===== config.mk =====
export PLATFORM = sky130hd
export DESIGN_NAME = static_player
export DESIGN_NICKNAME = d
export VERILOG_FILES = /design/src/max7219_pkg.sv /design/src/ctrl_pkg.sv /design/src/static_player.sv
export SDC_FILE = /design/constraint.sdc
export NUM_CORES = 1
export LEC_CHECK = 0
export ABC_AREA = 0
export BUFFER_PORTS_ARGS = -buffer_cell sky130_fd_sc_hd__buf_2
export CORE_UTILIZATION = 55
export CTS_CLUSTER_DIAMETER = 80
export DETAILED_ROUTE_END_ITERATION = 10
export PLACE_DENSITY = 0.93
export REMOVE_ABC_BUFFERS = 1
export SYNTH_ARGS = -nofsm -noshare
export SYNTH_HDL_FRONTEND = slang
export SYNTH_SLANG_ARGS = --single-unit

===== constraint.sdc =====
create_clock -name i_clk -period 2.75 [get_ports i_clk]
set_input_delay 0.275 -clock i_clk [delete_from_list [all_inputs] [get_ports i_clk]]
set_output_delay 0.275 -clock i_clk [all_outputs]
set_load 0.01 [all_outputs]

===== src/max7219_pkg.sv =====
/*
 * MAX7219 wire-level definitions
 *   - 16-bit register word and the frame word with its last flag
 *   - register addresses
 *   - chain length and serial timing constants
 */
`default_nettype none

package max7219_pkg;

   // ====================
   // Chain and timing
   // ====================
   localparam int C_MATRIX_NB     = 8;
   localparam int C_HALF_PERIOD   = 4;
   localparam int C_LOAD_DURATION = 4;

   // ====================
   // Register addresses
   // ====================
   localparam logic [7:0] C_REG_DIGIT0     = 8'h01;
   localparam logic [7:0] C_REG_DECODE     = 8'h09;
   localparam logic [7:0] C_REG_INTENSITY  = 8'h0A;
   localparam logic [7:0] C_REG_SCAN_LIMIT = 8'h0B;
   localparam logic [7:0] C_REG_SHUTDOWN   = 8'h0C;
   localparam logic [7:0] C_REG_TEST       = 8'h0F;

   // Word as shifted out, address byte first
   typedef struct packed {
      logic [7:0] addr;
      logic [7:0] data;
   } max7219_word_t;

   // Load pulses after a word with last set
   typedef struct packed {
      max7219_word_t word;
      logic          last;
   } frame_word_t;

endpackage

`default_nettype wire


===== src/ctrl_pkg.sv =====
/*
 * Controller-side definitions
 *   - RAM address type
 *   - configuration, host RAM request and player command structs
 */
`default_nettype none

package ctrl_pkg;

   localparam int C_RAM_ADDR_W = 8;

   typedef logic [C_RAM_ADDR_W-1:0] ram_addr_t;

   // Register contents sent to every matrix
   typedef struct packed {
      logic       display_test;
      logic [7:0] decode_mode;
      logic [7:0] intensity;
      logic [7:0] scan_limit;
      logic [7:0] shutdown;
   } cfg_t;

   // Host access, one port for read and write
   typedef struct packed {
      logic                       me;
      logic                       we;
      ram_addr_t                  addr;
      max7219_pkg::max7219_word_t wdata;
   } ram_req_t;

   typedef struct packed {
      ram_addr_t start_ptr;
      ram_addr_t last_ptr;
      logic      loop;
   } play_cmd_t;

endpackage

`default_nettype wire


===== src/static_player.sv =====
/*
 * Static player
 *   - walks RAM from the start pointer to the last pointer
 *   - cuts the stream in frames of one word per matrix, optional loop
 */
`timescale 1ns/1ns
`default_nettype none

module static_player (
   input  wire                        i_clk,
   input  wire                        i_rst,
   input  wire ctrl_pkg::play_cmd_t   i_play,
   input  wire                        i_play_en,
   output logic                       o_busy,
   output ctrl_pkg::ram_addr_t        o_rd_addr,
   input  wire max7219_pkg::max7219_word_t i_rd_data,
   output max7219_pkg::frame_word_t   o_word,
   output logic                       o_req,
   input  wire                        i_ack
);
   import max7219_pkg::*;
   import ctrl_pkg::*;

   typedef logic [$clog2(C_MATRIX_NB)-1:0] frm_cnt_t;
   typedef enum logic [2:0] {S_IDLE, S_FETCH, S_CAPT, S_REQ, S_WAIT} state_t;

   state_t        state_q;
   logic          en_q;
   logic          busy_q;
   logic          req_q;
   ram_addr_t     addr_q;
   frm_cnt_t      frm_cnt_q;
   play_cmd_t     cmd_q;
   max7219_word_t word_q;
   logic          last_q;
   logic          start;
   logic          at_last;
   logic          stop;

   assign start   = (state_q == S_IDLE) & i_play_en & ~en_q;
   assign at_last = (addr_q == cmd_q.last_ptr);
   // Looping stops only on a frame boundary
   assign stop    = (at_last & ~cmd_q.loop) | (last_q & cmd_q.loop & ~i_play_en);

   always_ff @(posedge i_clk) begin
      if (i_rst) begin
         state_q   <= S_IDLE;
         en_q      <= 1'b0;
         busy_q    <= 1'b0;
         req_q     <= 1'b0;
         addr_q    <= '0;
         frm_cnt_q <= '0;
      end else begin
         en_q <= i_play_en;
         case (state_q)
            S_IDLE: begin
               if (start) begin
                  addr_q    <= i_play.start_ptr;
                  frm_cnt_q <= '0;
                  busy_q    <= 1'b1;
                  state_q   <= S_FETCH;
               end
            end
            // RAM read latency
            S_FETCH: state_q <= S_CAPT;
            S_CAPT: begin
               req_q   <= 1'b1;
               state_q <= S_REQ;
            end
            S_REQ: begin
               if (i_ack) begin
                  req_q   <= 1'b0;
                  state_q <= S_WAIT;
               end
            end
            default: begin
               if (!i_ack) begin
                  if (stop) begin
                     busy_q  <= 1'b0;
                     state_q <= S_IDLE;
                  end else begin
                     addr_q    <= at_last ? cmd_q.start_ptr : addr_q + ram_addr_t'(1);
                     frm_cnt_q <= last_q ? '0 : frm_cnt_q + frm_cnt_t'(1);
                     state_q   <= S_FETCH;
                  end
               end
            end
         endcase
      end
   end

   always_ff @(posedge i_clk) begin
      if (start) begin
         cmd_q <= i_play;
      end
      if (state_q == S_CAPT) begin
         word_q <= i_rd_data;
         last_q <= at_last | (frm_cnt_q == frm_cnt_t'(C_MATRIX_NB - 1));
      end
   end

   assign o_busy    = busy_q;
   assign o_rd_addr = addr_q;
   assign o_word    = {word_q, last_q};
   assign o_req     = req_q;

endmodule

`default_nettype wire


### Word level (Yosys, flattened, before mapping)

Index checks and enable logic that the tools add are counted.

| operators by class | value |
|---|---|
| reduce and logical (&&, ||, !) cells | 8 |
| bitwise gates (word level) | 11 |
| multiplexer cells | 21 |
| eq/ne operators | 10 |
| $add $sub $neg | 2 |

Operators by type and width:

| kind | count |
|---|---|
| $mux 8 | 4 |
| $mux 3 | 7 |
| $pmux 8 s2 | 1 |
| $pmux 3 s4 | 1 |
| $add 8x1->8 const B | 1 |
| $eq 8x8->1 | 1 |
| $reduce_and 4->1 | 2 |
| $eq 3x2->1 const B | 2 |
| $pmux 3 s2 | 1 |
| $and 1x1->1 | 5 |
| $mux 1 | 5 |
| $ne 5x1->1 const B | 1 |
| $ne 2x1->1 const B | 2 |
| $ne 2x2->1 const B | 2 |
| $not 1->1 | 4 |
| $pmux 1 s2 | 2 |
| $reduce_bool 2->1 | 2 |
| $add 3x1->3 const B | 1 |
| $eq 3x1->1 const B | 1 |
| $eq 3x3->1 const B | 1 |
| $logic_not 3->1 | 1 |
| $reduce_and 3->1 | 1 |
| $reduce_or 3->1 | 1 |
| $or 1x1->1 | 2 |
| $reduce_and 2->1 | 1 |

| storage, ports and cells | value |
|---|---|
| logic and storage cells | 64 |
| flip-flop bits (word level) | 51 |
| bits of input ports | 37 |
| output and inout port bits | 27 |

### Depth between registers and ports, before layout

Gate-level depths: netlist of run 1.

| logic depth | value |
|---|---|
| depth after elaboration | 6 |
| gate-level depth with buffers | 7 |
| mapped depth without buffers | 6 |

### Least setup slack after synthesis of run 1

OpenSTA, ideal clock, no wires.

| timing path | value |
|---|---|
| path type | register to register |
| from | register state_q[1] |
| to | register addr_q[0] (netlist: o_rd_addr[0]) |
| path buffers | 2 |
| cell stages (with the launch flop) | 8 |
| setup slack | 980 ps |
| setup time | 117 ps |
| data required time | 2633 ps |
| period minus slack after synthesis | 1770 ps |
| arrival time | 1652 ps |
| cell sequence | dfxtp_1 -> or3_1 -> buf_2 -> or2_1 -> buf_6 -> clkinv_4 -> nor2_1 -> a32o_1 |

| on the way | value |
|---|---|
| cells in the longest elaborated chain, start to end | 5 |
| elaborated cells on any way between the ends | 13 |
| those cells by class | eq/ne: 6; mux: 1; bitwise: 3; reduce/logical: 3 |

Ends and longest elaborated chain:

| item | line | RTL |
|---|---|---|
| start: declaration | static_player.sv:27 | `state_t state_q;` |
| start signal: assignment | static_player.sv:47 | `state_q <= S_IDLE;` |
| start signal: assignment | static_player.sv:61 | `state_q <= S_FETCH;` |
| start signal: assignment | static_player.sv:65 | `S_FETCH: state_q <= S_CAPT;` |
| $logic_not 3->1 | static_player.sv:40 | `assign start = (state_q == S_IDLE) & i_play_en & ~en_q;` |
| $and 1x1->1 (2 in a row) | static_player.sv:40 |  |
| via start | static_player.sv:36 | `logic start;` |
| $ne 2x2->1 (no source line) | -- |  |
| $reduce_and 4->1 (no source line) | -- |  |
| end signal: assignment | static_player.sv:58 | `addr_q <= i_play.start_ptr;` |
| end signal: assignment | static_player.sv:82 | `addr_q <= at_last ? cmd_q.start_ptr : addr_q + ram_addr_t'(1);` |
| end: declaration | static_player.sv:31 | `ram_addr_t addr_q;` |

The timed path passes the listed nets, and every way through them passes these cells.
A chain may end at the register's enable or synchronous reset.

### Worst setup path after layout of run 1

| timing path | value |
|---|---|
| from | register addr_q[2] (netlist: o_rd_addr[2]) |
| to | register addr_q[2] (netlist: o_rd_addr[2]) |

| on the way | value |
|---|---|
| cells in the longest elaborated chain, start to end | 5 |
| elaborated cells on any way between the ends | 10 |
| those cells by class | add/sub: 1; eq/ne: 2; mux: 4; bitwise: 2; reduce/logical: 1 |

Ends and longest elaborated chain:

| item | line |
|---|---|
| $add 8x1->8 / $eq 8x8->1 (equally long branches) | static_player.sv:82, static_player.sv:41 |
| $mux 8 / $and 1x1->1 (equally long branches) | static_player.sv:82, static_player.sv:43 |
| $mux 8 / $or 1x1->1 (equally long branches) | static_player.sv:78, static_player.sv:43 |
| $mux 8 / $ne 2x1->1 (equally long branches) | -- |
| $pmux 8 s2 / $reduce_and 4->1 (equally long branches) | -- |

Parallel ways exist; a longest one is shown, timed or not. The select of a mux whose other input is x is not followed.

==> impl_metrics.py, run 1 <==
metrics = {
    "die": {
        "die_h_um": 66.15,
        "coreArea_sq_um": 3799,
        "start_util_pct": 59.58,
        "die_area_sq_um": 4376,
        "io_pins": 64,
        "die_x_um": 66.15,
        "num_rows": 22,
    },
    "critical_path": {
        "critical_path_class": "reg -> reg",
        "arrival_ns": 2.15,
        "critical_path_required_ns": 2.95,
        "path_max_fanout": 10,
        "critPathCaptureType": "flop",
        "start_kind": "flop",
    },
    "clock_tree": {
        "cts_root_buf": "clkbuf_8",
        "worst_skew_pair.late_latency_ns": 0.30,
        "cts_num_sinks": 51,
        "hold_buffers": 0,
        "clk_pin_slew_ns": 0.09,
        "cts_setup_buffers": 0,
        "cts_resized": 0,
        "clk_path_buf_depth": 2,
        "cts_buffers": 5,
        "cts_tree": "yes",
        "cts_max_level": 2,
    },
    "timing": {
        "rsz0062_at_grt": "no",
        "min_period_over_period_pct": 70.90,
        "clock_skew_ns": 0.003260,
        "fmax_ghz": 0.5129,
        "fin_setup_tns_ns": 0,
        "max_slew.worst_pin.slew_ns": 0.4304,
        "period_needed_ns": 1.950,
        "setup-violations-final": 0,
        "slew_viol_final": 0,
        "worst_slack_ns": 0.8001,
        "slew-limit-headroom_pct": 71.24,
        "whs_ns": 0.1411,
        "report.final.hold_viol_count": 0,
    },
    "synthesis": {
        "yosysSeqAreaShare_pct": 60.14,
        "synthArstFlopShare_pct": 0,
        "yosys.cell_types.count": 45,
        "synth-main-ff-cell": "edfxtp_1",
        "syn_inst": 174,
        "ys_ff_latch": 51,
        "synth_edf_count": 34,
        "ys_warn_count": 0,
        "postSynthAreaPerCell_sq_um": 13.01,
        "syn-cell-area_sq_um": 2263,
    },
    "final_layout": {
        "area_growth_pct": 18.57,
        "diodes": 0,
        "drive_above_1_share_pct": 34.58,
        "final_nets": 279,
    },
    "drt": {
        "drtAntennaViolNets": 0,
        "drtIter0Drc": 128,
        "routedWlPerCell_um": 15.40,
        "drc_errors": 0,
        "routed_via_density": 5.774,
        "vias": 1663,
        "first_pass_iters": 4,
        "wl_mm": 4.434,
    },
    "min_path": {
        "worst_hold_path_type": "in -> reg",
    },
    "place": {
        "dp_hpwl_mm": 3.184,
        "place_congestion": 0.8768,
        "io_buffers": 63,
        "place_ws_ns": 0.8374,
    },
    "power": {
        "total_power_mw": 1.599,
        "pwr_density_cell_nw_per_um2": 595.6,
        "p_leak_nw": 1.005,
        "ir_drop_mv": 0.3314,
    },
    "status": {
        "status": "finished, final reports clean",
    },
    "global_routing": {
        "grt_max_degree": 26,
        "grt_remaining_overflow": 0,
        "grt_pass1_vias": 1539,
        "grt_pass1_wl_mm": 6.955,
        "grtUsageTotal_pct": 21.87,
        "antenna_found_initial": 0,
    },
    "run": {
        "cap_violations": 0,
    },
}
## routing by layer
| layer | track usage (%) | vias to the layer above | share of wire (%) |
|---|---|---|---|
| li1 | - | 796 | - |
| met1 | 26.45 | 758 | 41 |
| met3 | 4.483 | 10 | 9.3 |
| met4 | 10.90 | 0 | 2.3 |
| met5 | 0 | - | 0 |
| met2 | 36.86 | 99 | 47 |
## through the flow
step                      instances  cell area (sq um)  util (%)
after detailed placement        280               2600     68.45
after global placement          280               2600     68.45
after CTS                       288               2684     70.65
final                           288               2684     70.65
after floorplan                 167               2210         -
after global routing            288               2684     70.65
## cell usage after synthesis, types with 4 or more instances
| master | count | share of area (%) |
|---|---|---|
| nor2_1 | 7 | 1.2 |
| o21ai_0 | 7 | 1.5 |
| edfxtp_1 | 34 | 45 |
| a21oi_1 | 9 | 2.0 |
| xnor2_2 | 4 | 2.9 |
| xnor2_1 | 8 | 3.1 |
| nand2_1 | 11 | 1.8 |
| nor3_1 | 9 | 2.0 |
| nand3_1 | 10 | 2.2 |
| dfxtp_1 | 17 | 15 |
## final timing paths
path | slack [ns] | depth (start not counted) | end | from
hold reg to reg | 0.50 | 2 | o_req | o_req
hold / removal | 0.14 | 1 | o_word[4] | i_rd_data[3]
setup / recovery | 0.80 | 5 | o_rd_addr[2] | o_rd_addr[2]
setup reg to reg | 0.80 | 5 | o_rd_addr[2] | o_rd_addr[2]
## flip-flops by register name, summed over array words and instances, names as in the netlist
| name | flops |
|---|---|
| o_rd_addr | 8 |
| o_word | 16 |
| last_q | 1 |
| en_q | 1 |
| o_req | 1 |
| state_q | 3 |
| frm_cnt_q | 3 |
| o_busy | 1 |
| cmd_q | 17 |
## power by group
group          internal, mW  total (mW)  switching [mW]
clock network         0.173       0.409           0.236
registers             0.881       0.933          0.0521
logic                 0.111       0.257           0.146
## placed cells by master (no fill, tap or decap), types with 2 or more instances in the layout
master,netlist,routed
xnor2_1,8,8
xor2_1,2,2
o221a_1,3,3
nand2b_1,3,3
o21ai_0,7,7
edfxtp_1,34,34
a21oi_1,9,9
o31ai_1,2,2
ha_1,3,3
nand4b_1,2,2
o21ai_1,3,3
clkbuf_8,0,5
nand3b_1,2,2
nand2_1,11,11
clkinv_1,1,3
a211o_1,3,3
nand4_4,2,2
buf_2,1,63
nor2b_1,2,2
a31oi_1,2,2
a211oi_1,3,3
buf_4,1,2
nor2_1,7,7
dfxtp_1,17,17
a32o_1,2,2
nor3_1,9,9
xnor2_2,4,4
nand3_1,10,10
## area by class of cell
type                       count  area [sq um]
clock buffer                   5         68.82
multi-input combinational    113         832.0
inverter                       3         16.27
clock inverter                 3         15.01
fill                         260          1115
tap                           48         60.06
sequential                    51          1361
timing repair buffer          65         330.3
## kinds of logic after synthesis
kind of cell    share of synthesized area, %
compound gates                         13.32
flops                                  60.14
fa+ha+maj                              1.659
buf+inv                                3.095
simple gates                           15.04
xor+xnor                               6.744
## critical path, stage by stage, from the launching register on
cell	delay (ns)
dfxtp_1	0.55
xnor2_2	0.19
nand4_4	0.22
o311ai_4	0.48
nand2_4	0.14
o221a_1	0.27
(Power assumes the default switching activity.)
==> inputs of run 2 (changes only) <==
--- a/config.mk
+++ b/config.mk
@@ -5,12 +5,12 @@
 export SDC_FILE = /design/constraint.sdc
 export NUM_CORES = 1
 export LEC_CHECK = 0
-export ABC_AREA = 0
+export ABC_AREA = 1
 export BUFFER_PORTS_ARGS = -buffer_cell sky130_fd_sc_hd__buf_2
-export CORE_UTILIZATION = 55
+export CORE_UTILIZATION = 52
 export CTS_CLUSTER_DIAMETER = 80
 export DETAILED_ROUTE_END_ITERATION = 10
-export PLACE_DENSITY = 0.93
+export PLACE_DENSITY = 0.88
 export REMOVE_ABC_BUFFERS = 1
 export SYNTH_ARGS = -nofsm -noshare
 export SYNTH_HDL_FRONTEND = slang
==> constraint.sdc (replaced) <==
create_clock -name i_clk -period 1.9 [get_ports i_clk]
set_input_delay 0.19 -clock i_clk [delete_from_list [all_inputs] [get_ports i_clk]]
set_output_delay 0.19 -clock i_clk [all_outputs]
set_load 0.01 [all_outputs]
==> run 2 against run 1 <==
  * First-iteration DRC count decreased by 19%
  * Sequential power grew 66%
  * Die area up 9.6%
  * Register-to-register slack got worse by 0.60 ns
  * Combinational power rose to 4.4 times the previous value
  * Critical path type unchanged
==> impl_metrics.py, run 2 <==
metrics = {
    "drt": {
        "drtIter0Drc": 104,
        "vias": 1889,
        "drtAntennaViolNets": 0,
        "first_pass_iters": 4,
        "wl_mm": 4.762,
        "drc_errors": 0,
        "routed_via_density": 5.133,
        "routedWlPerCell_um": 12.94,
    },
    "synthesis": {
        "syn-cell-area_sq_um": 2352,
        "ys_warn_count": 0,
        "synthTopCellsByArea": "edfxtp_1 (43%), dfxtp_1 (14%), nand2_1 (10%), nand3_1 (4.7%), nor2_1 (4.5%)",
        "ys_ff_latch": 51,
        "synth_edf_count": 34,
        "postSynthAreaPerCell_sq_um": 9.601,
        "yosysSeqAreaShare_pct": 57.87,
        "synth_top_area_share_pct": 43.40,
        "synth_top_area_cell": "edfxtp_1",
        "synth_most_common_cell": "nand2_1",
        "synth-main-ff-cell": "edfxtp_1",
        "yosys.cell_types.count": 27,
        "syn_inst": 245,
        "ys_top_cells_by_count": "nand2_1 (65), edfxtp_1 (34), nor2_1 (28)",
        "synthArstFlopShare_pct": 0,
    },
    "timing": {
        "clock_skew_ns": 0.01100,
        "fmax_ghz": 0.5888,
        "period_needed_ns": 1.698,
        "slew_viol_final": 0,
        "fin_setup_tns_ns": 0,
        "report.final.hold_viol_count": 0,
        "max_slew.worst_pin.slew_ns": 0.4022,
        "rsz0062_at_grt": "no",
        "worst_slack_ns": 0.2017,
        "min_period_over_period_pct": 89.38,
        "slew-limit-headroom_pct": 73.15,
        "setup-violations-final": 0,
    },
    "min_path": {
        "worst_hold_path_type": "in -> reg",
        "min_to": "o_word[4]",
        "min-delay-start": "i_rd_data[3]",
        "whs_path_depth": 1,
    },
    "clock_tree": {
        "cts_tree": "yes",
        "cts_buffers": 5,
        "cts_root_buf": "clkbuf_8",
        "cts_resized": 0,
        "cts_max_level": 2,
        "worst_skew_pair.late_latency_ns": 0.31,
        "cts_num_sinks": 51,
        "cts_setup_buffers": 0,
        "clk_pin_slew_ns": 0.10,
        "clk_path_buf_depth": 2,
        "hold_buffers": 0,
    },
    "critical_path": {
        "worstReg2RegStart": "state_q[0]",
        "start_kind": "flop",
        "path_max_fanout": 11,
        "critPathCaptureType": "flop",
        "critical_path_class": "reg -> reg",
        "critical_path_required_ns": 1.91,
        "reg2reg_depth": 6,
        "timing.rr.end": "cmd_q[10]",
        "arrival_ns": 1.71,
        "rrSetupSlack_ns": 0.20,
    },
    "final_layout": {
        "fillCellCount": 344,
        "drive_above_1_share_pct": 31.33,
        "layout_common_cells": "nand2_1 (65), buf_2 (63), edfxtp_1 (34)",
        "largest_reg_flops": 17,
        "layout_commonest_cell": "nand2_1",
        "final_nets": 355,
        "area_growth_pct": 20.85,
        "diodes": 0,
        "regMostFlops": "cmd_q",
    },
    "status": {
        "status": "finished, final reports clean",
    },
    "die": {
        "io_pins": 64,
        "die_x_um": 69.26,
        "coreArea_sq_um": 4354,
        "start_util_pct": 54.02,
        "die_h_um": 69.26,
        "num_rows": 24,
        "die_area_sq_um": 4796,
    },
    "place": {
        "place_ws_ns": 0.2527,
        "io_buffers": 63,
        "place_congestion": 0.8200,
        "dp_hpwl_mm": 3.448,
    },
    "global_routing": {
        "grtUsageTotal_pct": 20.88,
        "grt_pass1_vias": 1770,
        "grt_max_degree": 18,
        "antenna_found_initial": 0,
        "grt_remaining_overflow": 0,
        "grt_pass1_wl_mm": 7.969,
    },
    "power": {
        "p_leak_nw": 1.359,
        "pwr_density_cell_nw_per_um2": 1213,
        "ir_drop_mv": 0.4966,
    },
    "run": {
        "cap_violations": 0,
    },
}
run 2: changes by cell type in the layout (fill, tap and decap cells not counted), sizes merged, moves of 4 or more:
cell    change
or2         +7
nor3        -7
inv        +26
o21ai       -7
nand3      +14
nand2      +60
nor2       +26
xnor2       -7
a21oi       -6
clkinv      -4
run 2: area by class of cell:
type / instances / area [sq um] / share of cell area [%]
well taps: 52 / 65.06 / 2.289
inverters: 26 / 97.59 / 3.433
clock inverters: 3 / 46.29 / 1.629
flip-flops and latches: 51 / 1361 / 47.89
repair buffers: 67 / 345.3 / 12.15
clock buffers: 5 / 68.82 / 2.421
multi-input cells: 164 / 858.3 / 30.19
run 2: worst max path at each step:
stage | startpoint | end | slack [ns] | cells after the start
after floorplan | state_q[0] | cmd_q[0] | 0.19 | 5
after global placement | o_rd_addr[0] | last_q | 0.27 | 8
after detailed placement | o_rd_addr[5] | last_q | 0.25 | 8
after CTS | state_q[0] | cmd_q[1] | 0.20 | 6
after global routing | o_rd_addr[0] | o_rd_addr[6] | 0.07 | 11
final | state_q[0] | cmd_q[10] | 0.20 | 6
run 2: cell families (layout without fill, tap and decap cells):
| family | Yosys count | count (layout) | synth area share, % |
|---|---|---|---|
| buffers and inverters | 30 | 101 | 5.638 |
| adders and majority gates | 3 | 3 | 1.596 |
| AOI/OAI and AO/OA | 9 | 9 | 2.234 |
| and+or+nand+nor | 143 | 143 | 29.31 |
| xor gates and xnor gates | 9 | 9 | 3.351 |
| DFF | 51 | 51 | 57.87 |
run 2: worst max-delay path, cell delays in order (launching register included):
cell	delay (ns)
dfxtp_1	0.38
nor2_2	0.17
nand2_2	0.12
inv_1	0.15
nand2_1	0.23
inv_1	0.14
buf_4	0.21
run 2: report_power, final:
| part | leakage, nW | internal [mW] | switching [mW] |
|---|---|---|---|
| clock network | 0.0548 | 0.397 | 0.375 |
| registers | 0.456 | 1.39 | 0.153 |
| logic | 0.849 | 0.434 | 0.697 |
run 2: routing by layer:
metal | routed length (um) | up-vias | GRT usage [%] | part of all wire, %
met4 | 54 | 0 | 6.576 | 1.1
met5 | 0 | - | 0 | 0
li1 | - | 934 | - | -
met1 | 2070 | 879 | 27.76 | 43
met3 | 218 | 7 | 4.360 | 4.6
met2 | 2418 | 69 | 34.30 | 51
run 2: metrics by stage:
stage	utilization (%)	hold WS [ns]	power [mW]	cell area (sq um)	cells
finish	65.29	0.03962	3.448	2843	368
global route	65.29	0.02275	3.667	2843	368
CTS	65.29	0.03658	3.461	2843	368
detailed placement	62.64	0.3683	2.686	2728	360
global placement	62.64	0.3669	2.644	2728	360
floorplan	-	0.2591	2.334	2317	241
==> inputs of run 3 (changes only) <==
--- a/config.mk
+++ b/config.mk
@@ -7,10 +7,10 @@
 export LEC_CHECK = 0
 export ABC_AREA = 1
 export BUFFER_PORTS_ARGS = -buffer_cell sky130_fd_sc_hd__buf_2
-export CORE_UTILIZATION = 52
+export CORE_UTILIZATION = 33
 export CTS_CLUSTER_DIAMETER = 80
 export DETAILED_ROUTE_END_ITERATION = 10
-export PLACE_DENSITY = 0.88
+export PLACE_DENSITY = 0.63
 export REMOVE_ABC_BUFFERS = 1
 export SYNTH_ARGS = -nofsm -noshare
 export SYNTH_HDL_FRONTEND = slang
==> run 3 against run 2 <==
  * Sequential power hardly changed
  * Setup slack better by 0.021 ns
  * Clock-buffer cell count stayed put
  * Clock power is 6.1% lower
  * Critical endpoint is now last_q
  * Final cell count is 13% higher
  * Die area is 56% higher
  * Largest power group unchanged
  * Maximum frequency is 1.3% higher
  * Non-clock buffer count is 2 higher
  * Largest cell class unchanged
  * Combinational power hardly changed
  * Sequential cell count stayed put
==> impl_metrics.py, run 3 (same netlist as run 2, synthesis figures left out) <==
metrics = {
    "clock_tree": {
        "cts_resized": 0,
        "worst_skew_pair.late_latency_ns": 0.30,
        "clk_path_buf_depth": 2,
        "cts_tree": "yes",
        "cts_root_buf": "clkbuf_8",
        "hold_buffers": 0,
        "cts_buffers": 5,
        "clk_pin_slew_ns": 0.09,
        "cts_max_level": 2,
        "cts_num_sinks": 51,
        "cts_setup_buffers": 0,
    },
    "critical_path": {
        "worst_path_max_delay_cell": "dfxtp_1",
        "critical_path_class": "reg -> reg",
        "crit_chain": "inv_2, nand2_1, nand2_1, nand2_2, nor2_8, nand2_2, inv_1, or2_2",
        "path_max_fanout": 9,
        "critPathMaxStageDelay_ns": 0.49,
        "worstReg2RegStart": "o_rd_addr[5]",
        "arrival_ns": 1.73,
        "rrSetupSlack_ns": 0.22,
        "critPathCaptureType": "flop",
        "critPathLaunch": "o_rd_addr[5]",
        "timing.rr.end": "last_q",
        "critPathCapture": "last_q",
        "critical_path_required_ns": 1.95,
        "start_kind": "flop",
        "reg2reg_depth": 8,
    },
    "status": {
        "status": "finished, final reports clean",
    },
    "global_routing": {
        "grt_pass1_wl_mm": 7.721,
        "grt_remaining_overflow": 0,
        "grtUsageTotal_pct": 13.47,
        "grt_pass1_vias": 1721,
        "antenna_found_initial": 0,
        "grt_max_degree": 19,
    },
    "die": {
        "coreArea_sq_um": 6832,
        "num_rows": 30,
        "die_area_sq_um": 7469,
        "die_h_um": 86.43,
        "start_util_pct": 34.43,
        "die_x_um": 86.43,
        "io_pins": 64,
    },
    "timing": {
        "fmax_ghz": 0.5963,
        "max_slew.worst_pin.slew_ns": 0.4313,
        "setup-violations-final": 0,
        "fin_setup_tns_ns": 0,
        "report.final.hold_viol_count": 0,
        "rsz0062_at_grt": "no",
        "min_period_over_period_pct": 88.26,
        "clock_skew_ns": 0.004816,
        "period_needed_ns": 1.677,
        "slew_viol_final": 0,
        "slew-limit-headroom_pct": 71.22,
    },
    "final_layout": {
        "design_area_sq_um": 2918,
        "drive_above_1_share_pct": 31.45,
        "final_cells": 414,
        "layout_commonest_cell": "nand2_1",
        "final_nets": 357,
        "regMostFlops": "cmd_q",
        "area_growth_pct": 24.04,
        "layout_common_cells": "nand2_1 (65), buf_2 (63), edfxtp_1 (34)",
        "diodes": 0,
        "largest_reg_flops": 17,
    },
    "place": {
        "dp_hpwl_mm": 3.591,
        "placed_area_sq_um": 2810,
        "io_buffers": 63,
        "dp.cells": 406,
        "place_congestion": 0.8047,
    },
    "min_path": {
        "worst_hold_path_type": "in -> reg",
    },
    "power": {
        "ir_drop_mv": 0.6238,
        "pwr_density_cell_nw_per_um2": 1170,
        "p_leak_nw": 1.373,
    },
    "drt": {
        "drtAntennaViolNets": 0,
        "routed_via_density": 4.466,
        "first_pass_iters": 5,
        "wl_mm": 4.773,
        "drc_errors": 0,
        "routedWlPerCell_um": 11.53,
        "vias": 1849,
        "drtIter0Drc": 88,
    },
    "run": {
        "cap_violations": 0,
    },
}
==> run 3: area by class of cell <==
type                            count  area (sq um)
Clock buffer                        5         68.82
Clock inverter                      3         38.79
Fill cell                         703          3914
Inverter                           26         97.59
Multi-Input combinational cell    164         858.3
Sequential cell                    51          1361
Tap cell                           96         120.1
Timing Repair Buffer               69         372.9
==> run 3: worst min-delay path by stage <==
stage             startpoint         end  slack (ns)  cells past startpoint
5_1_grt        i_rd_data[14]  o_word[15]        0.04                      1
4_1_cts        i_rd_data[14]  o_word[15]        0.05                      1
2_1_floorplan          i_rst      o_busy        0.26                      1
3_5_place_dp       i_play[6]    cmd_q[6]        0.37                      1
6_report       i_rd_data[14]  o_word[15]        0.06                      1
3_3_place_gp    i_rd_data[8]   o_word[9]        0.37                      1
==> run 3: report_power, final <==
part           leakage (nW)  switching [mW]  internal [mW]
registers             0.456           0.143           1.39
logic                 0.862           0.693          0.461
clock network        0.0556           0.339          0.386
total                  1.37            1.18           2.24
==> run 3: routing by layer <==
metal	vias to the layer above	GRT usage, %	part of all wire, %
li1	938	-	-
met1	828	17.13	47
met2	78	22.44	44
met4	0	3.636	0.84
met5	-	0	0
met3	5	3.905	8.7
==> run 3: critical path, delay by kind of cell, from the launching register on <==
kind	cells	cell delay, ns
flip-flops	1	0.49
buffers and inverters	2	0.17
AND/OR/NAND/NOR	6	0.77
==> run 3: metrics by stage <==
| stage | hold slack, ns | total power, mW | setup slack [ns] | utilization (%) |
|---|---|---|---|---|
| floorplan | 0.2591 | 2.334 | 0.1872 | - |
| global placement | 0.3666 | 2.712 | 0.2221 | 41.14 |
| detailed placement | 0.3689 | 2.722 | 0.1970 | 41.14 |
| CTS | 0.05201 | 3.453 | 0.1831 | 42.71 |
| global route | 0.03987 | 3.664 | 0.01072 | 42.71 |
| finish | 0.05912 | 3.415 | 0.2230 | 42.71 |
